`src/gpio_config.svh`:
```
////////////////////////////////////////////////////////////
// GPIO configuration
// Pin count, bus address width and register word offsets
////////////////////////////////////////////////////////////

`ifndef GPIO_CONFIG_SVH
`define GPIO_CONFIG_SVH

// Number of general-purpose pins
`define GPIO_IOS 32

// Wishbone byte address width, bits 4:2 pick the register
`define GPIO_AW 5

// Word offsets of the register file
`define GPIO_OFS_IN    3'd0
`define GPIO_OFS_OUT   3'd1
`define GPIO_OFS_OE    3'd2
`define GPIO_OFS_INTE  3'd3
`define GPIO_OFS_PTRIG 3'd4
`define GPIO_OFS_CTRL  3'd5
`define GPIO_OFS_INTS  3'd6
// Unused slot, any access ends in a bus error
`define GPIO_OFS_NONE  3'd7

`endif

```
`src/gpio_pkg.sv`:
```
////////////////////////////////////////////////////////////
// GPIO shared types
// Register selects, the pin word and byte-lane helpers
////////////////////////////////////////////////////////////

`default_nettype none
`include "gpio_config.svh"

package gpio_pkg;

  // One register or pin word
  typedef logic [`GPIO_IOS-1:0] gpio_word_t;

  // Register select, value equals the word offset
  typedef enum logic [2:0] {
    REG_IN    = `GPIO_OFS_IN,
    REG_OUT   = `GPIO_OFS_OUT,
    REG_OE    = `GPIO_OFS_OE,
    REG_INTE  = `GPIO_OFS_INTE,
    REG_PTRIG = `GPIO_OFS_PTRIG,
    REG_CTRL  = `GPIO_OFS_CTRL,
    REG_INTS  = `GPIO_OFS_INTS,
    REG_NONE  = `GPIO_OFS_NONE
  } gpio_reg_e;

  // Expand wb_sel byte enables into a bit mask
  function automatic gpio_word_t lane_mask(input logic [3:0] sel);
    gpio_word_t m;
    m = '0;
    for (int i = 0; i < 4; i++) begin
      m[8*i +: 8] = {8{sel[i]}};
    end
    return m;
  endfunction

  // Replace only the enabled byte lanes of a register
  function automatic gpio_word_t lane_write(input gpio_word_t old,
                                            input gpio_word_t dat,
                                            input logic [3:0] sel);
    gpio_word_t m;
    m = lane_mask(sel);
    return (old & ~m) | (dat & m);
  endfunction

endpackage

`default_nettype wire

```
`src/gpio_wb_ctrl.sv`:
```
////////////////////////////////////////////////////////////
// Wishbone classic slave control for the GPIO block
// Address decode, registered ack/err, write strobes, read mux
////////////////////////////////////////////////////////////

`default_nettype none
`include "gpio_config.svh"

module gpio_wb_ctrl (
  input  logic                 wb_clk_i,
  input  logic                 wb_rst_i,
  // Wishbone slave side
  input  logic                 wb_cyc_i,
  input  logic                 wb_stb_i,
  input  logic                 wb_we_i,
  input  logic [`GPIO_AW-1:0]  wb_adr_i,
  input  logic [3:0]           wb_sel_i,
  input  gpio_pkg::gpio_word_t wb_dat_i,
  output gpio_pkg::gpio_word_t wb_dat_o,
  output logic                 wb_ack_o,
  output logic                 wb_err_o,
  // Register values for the read mux
  input  gpio_pkg::gpio_word_t in_sync_i,
  input  gpio_pkg::gpio_word_t out_i,
  input  gpio_pkg::gpio_word_t oe_i,
  input  gpio_pkg::gpio_word_t inte_i,
  input  gpio_pkg::gpio_word_t ptrig_i,
  input  gpio_pkg::gpio_word_t ctrl_i,
  input  gpio_pkg::gpio_word_t ints_i,
  // Write port towards the datapath
  output logic                 wr_stb_o,
  output gpio_pkg::gpio_reg_e  wr_reg_o,
  output logic [3:0]           wr_sel_o,
  output gpio_pkg::gpio_word_t wr_dat_o
);

  logic                 req;
  logic                 acc;
  logic                 bad;
  gpio_pkg::gpio_reg_e  reg_sel;
  gpio_pkg::gpio_word_t rd_val;

  ////////////////////////////////////////////////////////////
  // Decode
  ////////////////////////////////////////////////////////////

  // Request seen by the slave
  assign req = wb_cyc_i & wb_stb_i;
  // Accept only while no termination is pending
  assign acc = req & ~wb_ack_o & ~wb_err_o;

  // Word offset lives in address bits 4:2
  assign reg_sel = gpio_pkg::gpio_reg_e'(wb_adr_i[`GPIO_AW-1:2]);

  // Unused slot, or a write to the read-only input register
  assign bad = (reg_sel == gpio_pkg::REG_NONE) |
               (wb_we_i & (reg_sel == gpio_pkg::REG_IN));

  ////////////////////////////////////////////////////////////
  // Termination
  ////////////////////////////////////////////////////////////

  // Exactly one of ack/err, one cycle after the accepting edge
  always_ff @(posedge wb_clk_i or posedge wb_rst_i) begin
    if (wb_rst_i) begin
      wb_ack_o <= 1'b0;
      wb_err_o <= 1'b0;
    end else begin
      wb_ack_o <= acc & ~bad;
      wb_err_o <= acc & bad;
    end
  end

  ////////////////////////////////////////////////////////////
  // Read mux
  ////////////////////////////////////////////////////////////

  always_comb begin
    case (reg_sel)
      gpio_pkg::REG_IN:    rd_val = in_sync_i;
      gpio_pkg::REG_OUT:   rd_val = out_i;
      gpio_pkg::REG_OE:    rd_val = oe_i;
      gpio_pkg::REG_INTE:  rd_val = inte_i;
      gpio_pkg::REG_PTRIG: rd_val = ptrig_i;
      gpio_pkg::REG_CTRL:  rd_val = ctrl_i;
      gpio_pkg::REG_INTS:  rd_val = ints_i;
      default:             rd_val = '0;
    endcase
  end

  // Data word presented together with the termination
  always_ff @(posedge wb_clk_i) begin
    if (acc) begin
      wb_dat_o <= bad ? '0 : rd_val;
    end
  end

  ////////////////////////////////////////////////////////////
  // Write port
  ////////////////////////////////////////////////////////////

  // Strobe for the accepting edge, legal writes only
  assign wr_stb_o = acc & wb_we_i & ~bad;
  // Idle select when no write is in flight
  assign wr_reg_o = wr_stb_o ? reg_sel : gpio_pkg::REG_NONE;
  assign wr_sel_o = wb_sel_i;
  assign wr_dat_o = wb_dat_i;

endmodule

`default_nettype wire

```
`src/gpio_in_sync.sv`:
```
////////////////////////////////////////////////////////////
// GPIO input synchronizer
// Two flop stages per pin plus one older copy for edges
////////////////////////////////////////////////////////////

`default_nettype none

module gpio_in_sync (
  input  logic                 wb_clk_i,
  input  logic                 wb_rst_i,
  // Asynchronous pin inputs
  input  gpio_pkg::gpio_word_t gpio_i,
  // Synchronized value and its one-cycle-older copy
  output gpio_pkg::gpio_word_t in_sync_o,
  output gpio_pkg::gpio_word_t in_prev_o
);

  // First stage, may go metastable
  gpio_pkg::gpio_word_t meta_q;

  always_ff @(posedge wb_clk_i or posedge wb_rst_i) begin
    if (wb_rst_i) begin
      meta_q    <= '0;
      in_sync_o <= '0;
      in_prev_o <= '0;
    end else begin
      meta_q    <= gpio_i;
      // Second stage settles the value
      in_sync_o <= meta_q;
      // Previous value for the edge detector
      in_prev_o <= in_sync_o;
    end
  end

endmodule

`default_nettype wire

```
`src/gpio_out_regs.sv`:
```
////////////////////////////////////////////////////////////
// GPIO output and output-enable registers
// Byte-lane writable, drive the pins and the read mux
////////////////////////////////////////////////////////////

`default_nettype none

module gpio_out_regs (
  input  logic                 wb_clk_i,
  input  logic                 wb_rst_i,
  // Write port from the bus control
  input  logic                 wr_stb_i,
  input  gpio_pkg::gpio_reg_e  wr_reg_i,
  input  logic [3:0]           wr_sel_i,
  input  gpio_pkg::gpio_word_t wr_dat_i,
  // RGPIO_OUT and RGPIO_OE
  output gpio_pkg::gpio_word_t out_o,
  output gpio_pkg::gpio_word_t oe_o
);

  logic wr_out;
  logic wr_oe;

  // Per-register write enables
  assign wr_out = wr_stb_i & (wr_reg_i == gpio_pkg::REG_OUT);
  assign wr_oe  = wr_stb_i & (wr_reg_i == gpio_pkg::REG_OE);

  ////////////////////////////////////////////////////////////
  // Output values
  ////////////////////////////////////////////////////////////

  always_ff @(posedge wb_clk_i or posedge wb_rst_i) begin
    if (wb_rst_i) begin
      out_o <= '0;
    end else if (wr_out) begin
      out_o <= gpio_pkg::lane_write(out_o, wr_dat_i, wr_sel_i);
    end
  end

  ////////////////////////////////////////////////////////////
  // Output enables
  ////////////////////////////////////////////////////////////

  // Active high, all pins start as inputs
  always_ff @(posedge wb_clk_i or posedge wb_rst_i) begin
    if (wb_rst_i) begin
      oe_o <= '0;
    end else if (wr_oe) begin
      oe_o <= gpio_pkg::lane_write(oe_o, wr_dat_i, wr_sel_i);
    end
  end

endmodule

`default_nettype wire

```
`src/gpio_int_unit.sv`:
```
////////////////////////////////////////////////////////////
// GPIO interrupt unit
// Enable, trigger, control and status registers, edge detect
////////////////////////////////////////////////////////////

`default_nettype none
`include "gpio_config.svh"

module gpio_int_unit (
  input  logic                 wb_clk_i,
  input  logic                 wb_rst_i,
  // Write port from the bus control
  input  logic                 wr_stb_i,
  input  gpio_pkg::gpio_reg_e  wr_reg_i,
  input  logic [3:0]           wr_sel_i,
  input  gpio_pkg::gpio_word_t wr_dat_i,
  // Synchronized pins and their previous value
  input  gpio_pkg::gpio_word_t in_sync_i,
  input  gpio_pkg::gpio_word_t in_prev_i,
  // Register values for the read mux
  output gpio_pkg::gpio_word_t inte_o,
  output gpio_pkg::gpio_word_t ptrig_o,
  output gpio_pkg::gpio_word_t ctrl_o,
  output gpio_pkg::gpio_word_t ints_o,
  // Interrupt request
  output logic                 inta_o
);

  logic                 ctrl_ie;
  gpio_pkg::gpio_word_t rise;
  gpio_pkg::gpio_word_t fall;
  gpio_pkg::gpio_word_t hit;
  gpio_pkg::gpio_word_t clr;

  ////////////////////////////////////////////////////////////
  // Edge detection
  ////////////////////////////////////////////////////////////

  assign rise = in_sync_i & ~in_prev_i;
  assign fall = ~in_sync_i & in_prev_i;
  // PTRIG picks rising (1) or falling (0), INTE masks the pin
  assign hit  = inte_o & ((ptrig_o & rise) | (~ptrig_o & fall));

  // Write-one-to-clear mask, enabled lanes only
  assign clr = (wr_stb_i && wr_reg_i == gpio_pkg::REG_INTS) ?
               (wr_dat_i & gpio_pkg::lane_mask(wr_sel_i)) : '0;

  // Only the global enable bit exists in RGPIO_CTRL
  assign ctrl_o = {{(`GPIO_IOS-1){1'b0}}, ctrl_ie};

  ////////////////////////////////////////////////////////////
  // Registers
  ////////////////////////////////////////////////////////////

  always_ff @(posedge wb_clk_i or posedge wb_rst_i) begin
    if (wb_rst_i) begin
      inte_o  <= '0;
      ptrig_o <= '0;
      ctrl_ie <= 1'b0;
      ints_o  <= '0;
      inta_o  <= 1'b0;
    end else begin
      if (wr_stb_i && wr_reg_i == gpio_pkg::REG_INTE) begin
        inte_o <= gpio_pkg::lane_write(inte_o, wr_dat_i, wr_sel_i);
      end
      if (wr_stb_i && wr_reg_i == gpio_pkg::REG_PTRIG) begin
        ptrig_o <= gpio_pkg::lane_write(ptrig_o, wr_dat_i, wr_sel_i);
      end
      if (wr_stb_i && wr_reg_i == gpio_pkg::REG_CTRL && wr_sel_i[0]) begin
        ctrl_ie <= wr_dat_i[0];
      end
      // A new edge beats a clear of the same bit
      ints_o <= (ints_o & ~clr) | hit;
      // Request follows the status one edge later
      inta_o <= ctrl_ie & (|ints_o);
    end
  end

endmodule

`default_nettype wire

```
`src/gpio_top.sv`:
```
////////////////////////////////////////////////////////////
// Wishbone GPIO controller, 32 pins
// Connects bus control, input sync, outputs and interrupts
////////////////////////////////////////////////////////////

`default_nettype none
`include "gpio_config.svh"

module gpio_top (
  input  logic                 wb_clk_i,
  input  logic                 wb_rst_i,
  // Wishbone classic slave
  input  logic                 wb_cyc_i,
  input  logic                 wb_stb_i,
  input  logic                 wb_we_i,
  input  logic [`GPIO_AW-1:0]  wb_adr_i,
  input  logic [3:0]           wb_sel_i,
  input  gpio_pkg::gpio_word_t wb_dat_i,
  output gpio_pkg::gpio_word_t wb_dat_o,
  output logic                 wb_ack_o,
  output logic                 wb_err_o,
  output logic                 wb_inta_o,
  // Pins, kept as separate in, out and enable vectors
  input  gpio_pkg::gpio_word_t gpio_i,
  output gpio_pkg::gpio_word_t gpio_o,
  output gpio_pkg::gpio_word_t gpio_oe_o
);

  // Synchronized inputs
  gpio_pkg::gpio_word_t in_sync;
  gpio_pkg::gpio_word_t in_prev;
  // Interrupt registers
  gpio_pkg::gpio_word_t inte;
  gpio_pkg::gpio_word_t ptrig;
  gpio_pkg::gpio_word_t ctrl;
  gpio_pkg::gpio_word_t ints;
  // Write port
  logic                 wr_stb;
  gpio_pkg::gpio_reg_e  wr_reg;
  logic [3:0]           wr_sel;
  gpio_pkg::gpio_word_t wr_dat;

  ////////////////////////////////////////////////////////////
  // Bus control
  ////////////////////////////////////////////////////////////

  gpio_wb_ctrl u_ctrl (
    .wb_clk_i  (wb_clk_i),
    .wb_rst_i  (wb_rst_i),
    .wb_cyc_i  (wb_cyc_i),
    .wb_stb_i  (wb_stb_i),
    .wb_we_i   (wb_we_i),
    .wb_adr_i  (wb_adr_i),
    .wb_sel_i  (wb_sel_i),
    .wb_dat_i  (wb_dat_i),
    .wb_dat_o  (wb_dat_o),
    .wb_ack_o  (wb_ack_o),
    .wb_err_o  (wb_err_o),
    .in_sync_i (in_sync),
    .out_i     (gpio_o),
    .oe_i      (gpio_oe_o),
    .inte_i    (inte),
    .ptrig_i   (ptrig),
    .ctrl_i    (ctrl),
    .ints_i    (ints),
    .wr_stb_o  (wr_stb),
    .wr_reg_o  (wr_reg),
    .wr_sel_o  (wr_sel),
    .wr_dat_o  (wr_dat)
  );

  ////////////////////////////////////////////////////////////
  // Datapath
  ////////////////////////////////////////////////////////////

  gpio_in_sync u_in_sync (
    .wb_clk_i  (wb_clk_i),
    .wb_rst_i  (wb_rst_i),
    .gpio_i    (gpio_i),
    .in_sync_o (in_sync),
    .in_prev_o (in_prev)
  );

  // Output registers drive the pins directly
  gpio_out_regs u_out_regs (
    .wb_clk_i (wb_clk_i),
    .wb_rst_i (wb_rst_i),
    .wr_stb_i (wr_stb),
    .wr_reg_i (wr_reg),
    .wr_sel_i (wr_sel),
    .wr_dat_i (wr_dat),
    .out_o    (gpio_o),
    .oe_o     (gpio_oe_o)
  );

  gpio_int_unit u_int_unit (
    .wb_clk_i  (wb_clk_i),
    .wb_rst_i  (wb_rst_i),
    .wr_stb_i  (wr_stb),
    .wr_reg_i  (wr_reg),
    .wr_sel_i  (wr_sel),
    .wr_dat_i  (wr_dat),
    .in_sync_i (in_sync),
    .in_prev_i (in_prev),
    .inte_o    (inte),
    .ptrig_o   (ptrig),
    .ctrl_o    (ctrl),
    .ints_o    (ints),
    .inta_o    (wb_inta_o)
  );

endmodule

`default_nettype wire

```
`config.mk`:
```
export PLATFORM = sky130hd
export DESIGN_NAME = gpio_top
export DESIGN_NICKNAME = d
export VERILOG_FILES = /design/src/gpio_pkg.sv /design/src/gpio_wb_ctrl.sv /design/src/gpio_in_sync.sv /design/src/gpio_out_regs.sv /design/src/gpio_int_unit.sv /design/src/gpio_top.sv
export VERILOG_INCLUDE_DIRS = /design/src
export SDC_FILE = /design/constraint.sdc
export NUM_CORES = 1
export LEC_CHECK = 0
export ABC_AREA = 1
export BUFFER_PORTS_ARGS = -buffer_cell sky130_fd_sc_hd__buf_2
export CAP_MARGIN = 40
export CORE_MARGIN = 2
export CORE_UTILIZATION = 45
export DETAILED_ROUTE_END_ITERATION = 12
export PLACE_DENSITY_LB_ADDON = 0.12
export SLEW_MARGIN = 20
export SYNTH_ARGS = -nofsm -noshare
export SYNTH_HDL_FRONTEND = slang
export SYNTH_HIERARCHICAL = 1
export SYNTH_SLANG_ARGS = --single-unit
```
`constraint.sdc`:
```
create_clock -name wb_clk_i -period 6.55 [get_ports wb_clk_i]
set_clock_uncertainty 0.15 [all_clocks]
set_input_delay 0.655 -clock wb_clk_i [delete_from_list [all_inputs] [get_ports wb_clk_i]]
set_output_delay 0.655 -clock wb_clk_i [all_outputs]
set_load 0.1 [all_outputs]
```
== After elaboration in Yosys (flattened, before gate mapping) ==
Cells that the tools add are included.

* Register bits after elaboration: 292
* Input bits: 78
* Output and inout port bits: 99
* Logic and storage cells: 73

* Equality and inequality tests: 13
* Muxes and demuxes: 3
* Bitwise operators: 37
* Reduce and logical (&&, ||, !) cells: 7

{| class="wikitable"
|+ Operators with widths
! kind !! count
|-
| $and 32x32->32 || 11
|-
| $pmux 32 s7 || 1
|-
| $or 32x32->32 || 6
|-
| $not 32->32 || 5
|-
| $mux 32 || 1
|-
| $reduce_or 32->1 || 1
|-
| $eq 3x3->1 const B || 7
|-
| $eq 3x2->1 const B || 4
|-
| $and 1x1->1 || 11
|-
| $eq 3x1->1 const B || 2
|-
| $logic_and 1x1->1 || 5
|-
| $logic_not 3->1 || 1
|-
| $mux 3 || 1
|-
| $not 1->1 || 3
|-
| $or 1x1->1 || 1
|}

== Longest topological paths before layout ==
* Depth in word-level cells: 12
* Depth in mapped cells: 15

== By module ==
The synthesis kept the hierarchy.

{| class="wikitable"
|+ By module, submodules not included
! module !! times used !! cells an instance !! area each (µm²) !! sequential area each (µm²)
|-
| gpio_int_unit || 1 || 597 || 4962.3 || 2452.4
|-
| gpio_wb_ctrl || 1 || 602 || 3875.0 || 1011.0
|-
| gpio_out_regs || 1 || 291 || 2578.7 || 1601.5
|-
| gpio_in_sync || 1 || 97 || 2406.1 || 2402.3
|}

== Least setup slack after synthesis ==
Ideal clock, no wire load.

* Path type: in2reg
* From: input port wb_adr_i[4]
* To: register with a tool-made name
* Library setup time: 0.117 ns
* Data arrival time: 2.301 ns
* Required time: 6.283 ns
* Slack: 3.982 ns
* Stages on the path: 14
* Path buffers: 4
* Cells stage by stage: buf_4 inv_2 buf_4 nand2_1 o22ai_2 nor2_1 nand3_1 nand2_1 nor3b_2 buf_6 nand2_4 buf_6 nand2_2 o21ai_2

{| class="wikitable"
|+ RTL lines
! element !! line !! source
|-
| start, declared || gpio_top.sv:16 || <nowiki>input logic [`GPIO_AW-1:0] wb_adr_i,</nowiki>
|}

==> results.txt <==
final hold violation count: 0
Achievable Freq: 263.9 MHz
Worst-path clk slew: 0.06 ns
setup violators final: 0
WHS: 0.1006 ns
cells after synthesis: 1,587
most instantiated cells after synthesis: 392 x nand2_1, 260 x dfrtp_1, 155 x nand3_1
Slew HR: 45.18%
CTS resizes: 0
Worst-Skew Late Latency: 0.50 ns
Rows: 64
Async SR Flop Fraction: 89.04%
Setup TNS: 0 ns
final WL: 38.72 mm
CTS tree: built
sequential-to-total area share from yosys stat: 54.02%
Fill cells: 2,908
CTS buffer count: 35
total power: 4174 uW
Placer Congestion: 0.7833
top-area cell type share of the netlist area: 47.07%
grt total ovfl: 0
Max Cap Viol: 0
CP Class: input pin to flip-flop
number of enable flip-flop cells after synthesis: 32
flops & latches, synth: 292
Initial Utilization: 45.42%
Tcrit/Tclk final: 57.85%
clk root buf: clkbuf_16
All-Layer GR Usage: 24.37%
setup bufs post-CTS: 0
minimum clock period: 3.789 ns
share of cells above drive strength 1: 17.42%
cell taking the most area after synthesis: dfrtp_1
ranking of synthesized cells by area: dfrtp_1 47%, nand2_1 11%, edfxtp_1 7.0%
ANT nets after route: 0
mux cell area share after synthesis: 0%
CP required: 6.75 ns
crit path launch type: input pin
nets@finish: 1,768
Hold Buf Count CTS: 1
Post-Synth Simple-Gate Area: 27.83%
slew at the pin closest to its max-slew limit: 0.8211 ns
design area: 15,640 um^2
Syn Area/Cell: 8.710 um^2
CP Max Fanout: 40
Chip Height: 179.3 um
Via Count: 11,110
number of synthesis warnings: 6
xor and xnor area share after synthesis: 0%
top-count cell post-synth: nand2_1
dpl hpwl: 23.26 mm
DR WL/cell: 18.33 um
RSZ-0062 raised after global routing: no
I/O pin count: 177
Placed Area: 14,430 um^2
first-pass GRT wire length: 60.24 mm
initial antenna violation count: 1
largest family of logic cells by synthesized area: simple AND/OR/NAND/NOR gates
status: complete, no violations
synth unique cells: 29
H-tree lvl count: 2
Die W: 179.3 um
initial DRC count: 725
I/O Buffers: 174
Initial DRT Pass Iterations: 5
largest net degree at the start of global routing: 65
P&R area growth vs syn: 13.17%
fin. max-slew vios: 0
endpoint class of the critical path: flip-flop
vias in the first global route: 10,800
core region area: 30,430 um^2
PD cells: 266.9 nW/um^2
compound-gate portion of the synthesized area: 7.187%
post-synthesis adder-cell area fraction: 0%
Vias/cell: 5.257
# clock sinks: 292
Most used DFF post-synth: dfrtp_1
Arr. time, crit path: 3.99 ns
die area: 32,130 um^2
Max Root-Sink Buffers: 3
DR DRC count: 0
leakage: 0.007639 uW
Max VDD drop: 0.0001891 V
Mapped Area: 13,820 um^2
Worst Hold Class: input pin to flip-flop
-- cell families after synthesis --
group | count (synthesis)
buf+inv | 275
flops | 292
compound gates | 175
simple gates | 844
other cells | 1
-- worst max-delay path: stages --
cell and delay [ns]:
buf_4 0.11, clkinv_2 0.49, nand2_1 0.32, o22ai_4 0.09, buf_4 0.33, nor3_1 0.42, nand2_1 0.13, nor3b_2 0.42
buf_4 0.28, nand2_1 0.44, nand2_1 0.21, o21ai_2 0.07
-- layout make-up --
cell class                      instances  area [um^2]  share of cell area [%]
Timing Repair Buffer                  196         1149                   7.343
Tap cell                              396        495.5                   3.167
Clock inverter                          6        30.03                  0.1920
Inverter                              115        439.2                   2.808
Sequential cell                       292         7467                   47.74
Antenna cell                            1        2.502                 0.01600
Multi-Input combinational cell       1050         4969                   31.76
Clock buffer                           57         1091                   6.975
-- per-stage QoR --
stage / util (%) / setup slack, ns / instances
floorplan: - / 3.183 / 1617
global placement: 47.19 / 2.282 / 2042
detailed placement: 47.43 / 2.269 / 2045
CTS: 51.15 / 2.766 / 2109
global route: 51.41 / 2.463 / 2113
finish: 51.41 / 2.761 / 2113
-- power by group --
part	switching, uW	internal, uW
clock network	730	1140
registers	36.9	1900
logic	289	83.2
total	1060	3120
-- worst paths after layout --
| path | slack [ns] | endpoint | startpoint | cells after the start |
|---|---|---|---|---|
| setup / recovery | 2.76 | flip-flop | wb_adr_i[4] | 12 |
| hold / removal | 0.10 | u_in_sync/meta_q[15] | gpio_i[15] | 1 |
| setup reg to reg | 3.50 | flip-flop | u_ctrl/wb_ack_o | 9 |
| hold reg to reg | 0.20 | u_in_sync/in_sync_o[5] | u_in_sync/meta_q[5] | 0 |
| max in group asynchronous | 4.40 | asynchronous set/reset pin | wb_rst_i | 4 |
| min in group asynchronous | 0.48 | u_ctrl/wb_err_o | wb_rst_i | 3 |
-- placed cells by master (no fill, tap or decap), drive strengths merged --
cell type / instances
nor3b: 1
nor3: 1
nand2: 403
edfxtp: 32
dfrtp: 260
nor2: 134
o21ai: 110
nand3b: 20
o211ai: 4
dlygate4sd3: 1
diode: 1
o22ai: 9
a21oi: 52
nand3: 156
nand4: 129
conb: 31
clkbuf: 57
clkinv: 8
inv: 113
buf: 195
-- metal layers --
metal | global-route usage, % | vias up | part of all wire (%) | wire length, um
met5 | 0 | - | 0 | 0
met3 | 3.372 | 69 | 6.0 | 2334
met4 | 7.964 | 0 | 2.7 | 1045
met1 | 33.85 | 5294 | 45 | 17310
met2 | 39.43 | 343 | 47 | 18040
li1 | - | 5403 | - | -
Power figures use the tool's default switching activity.
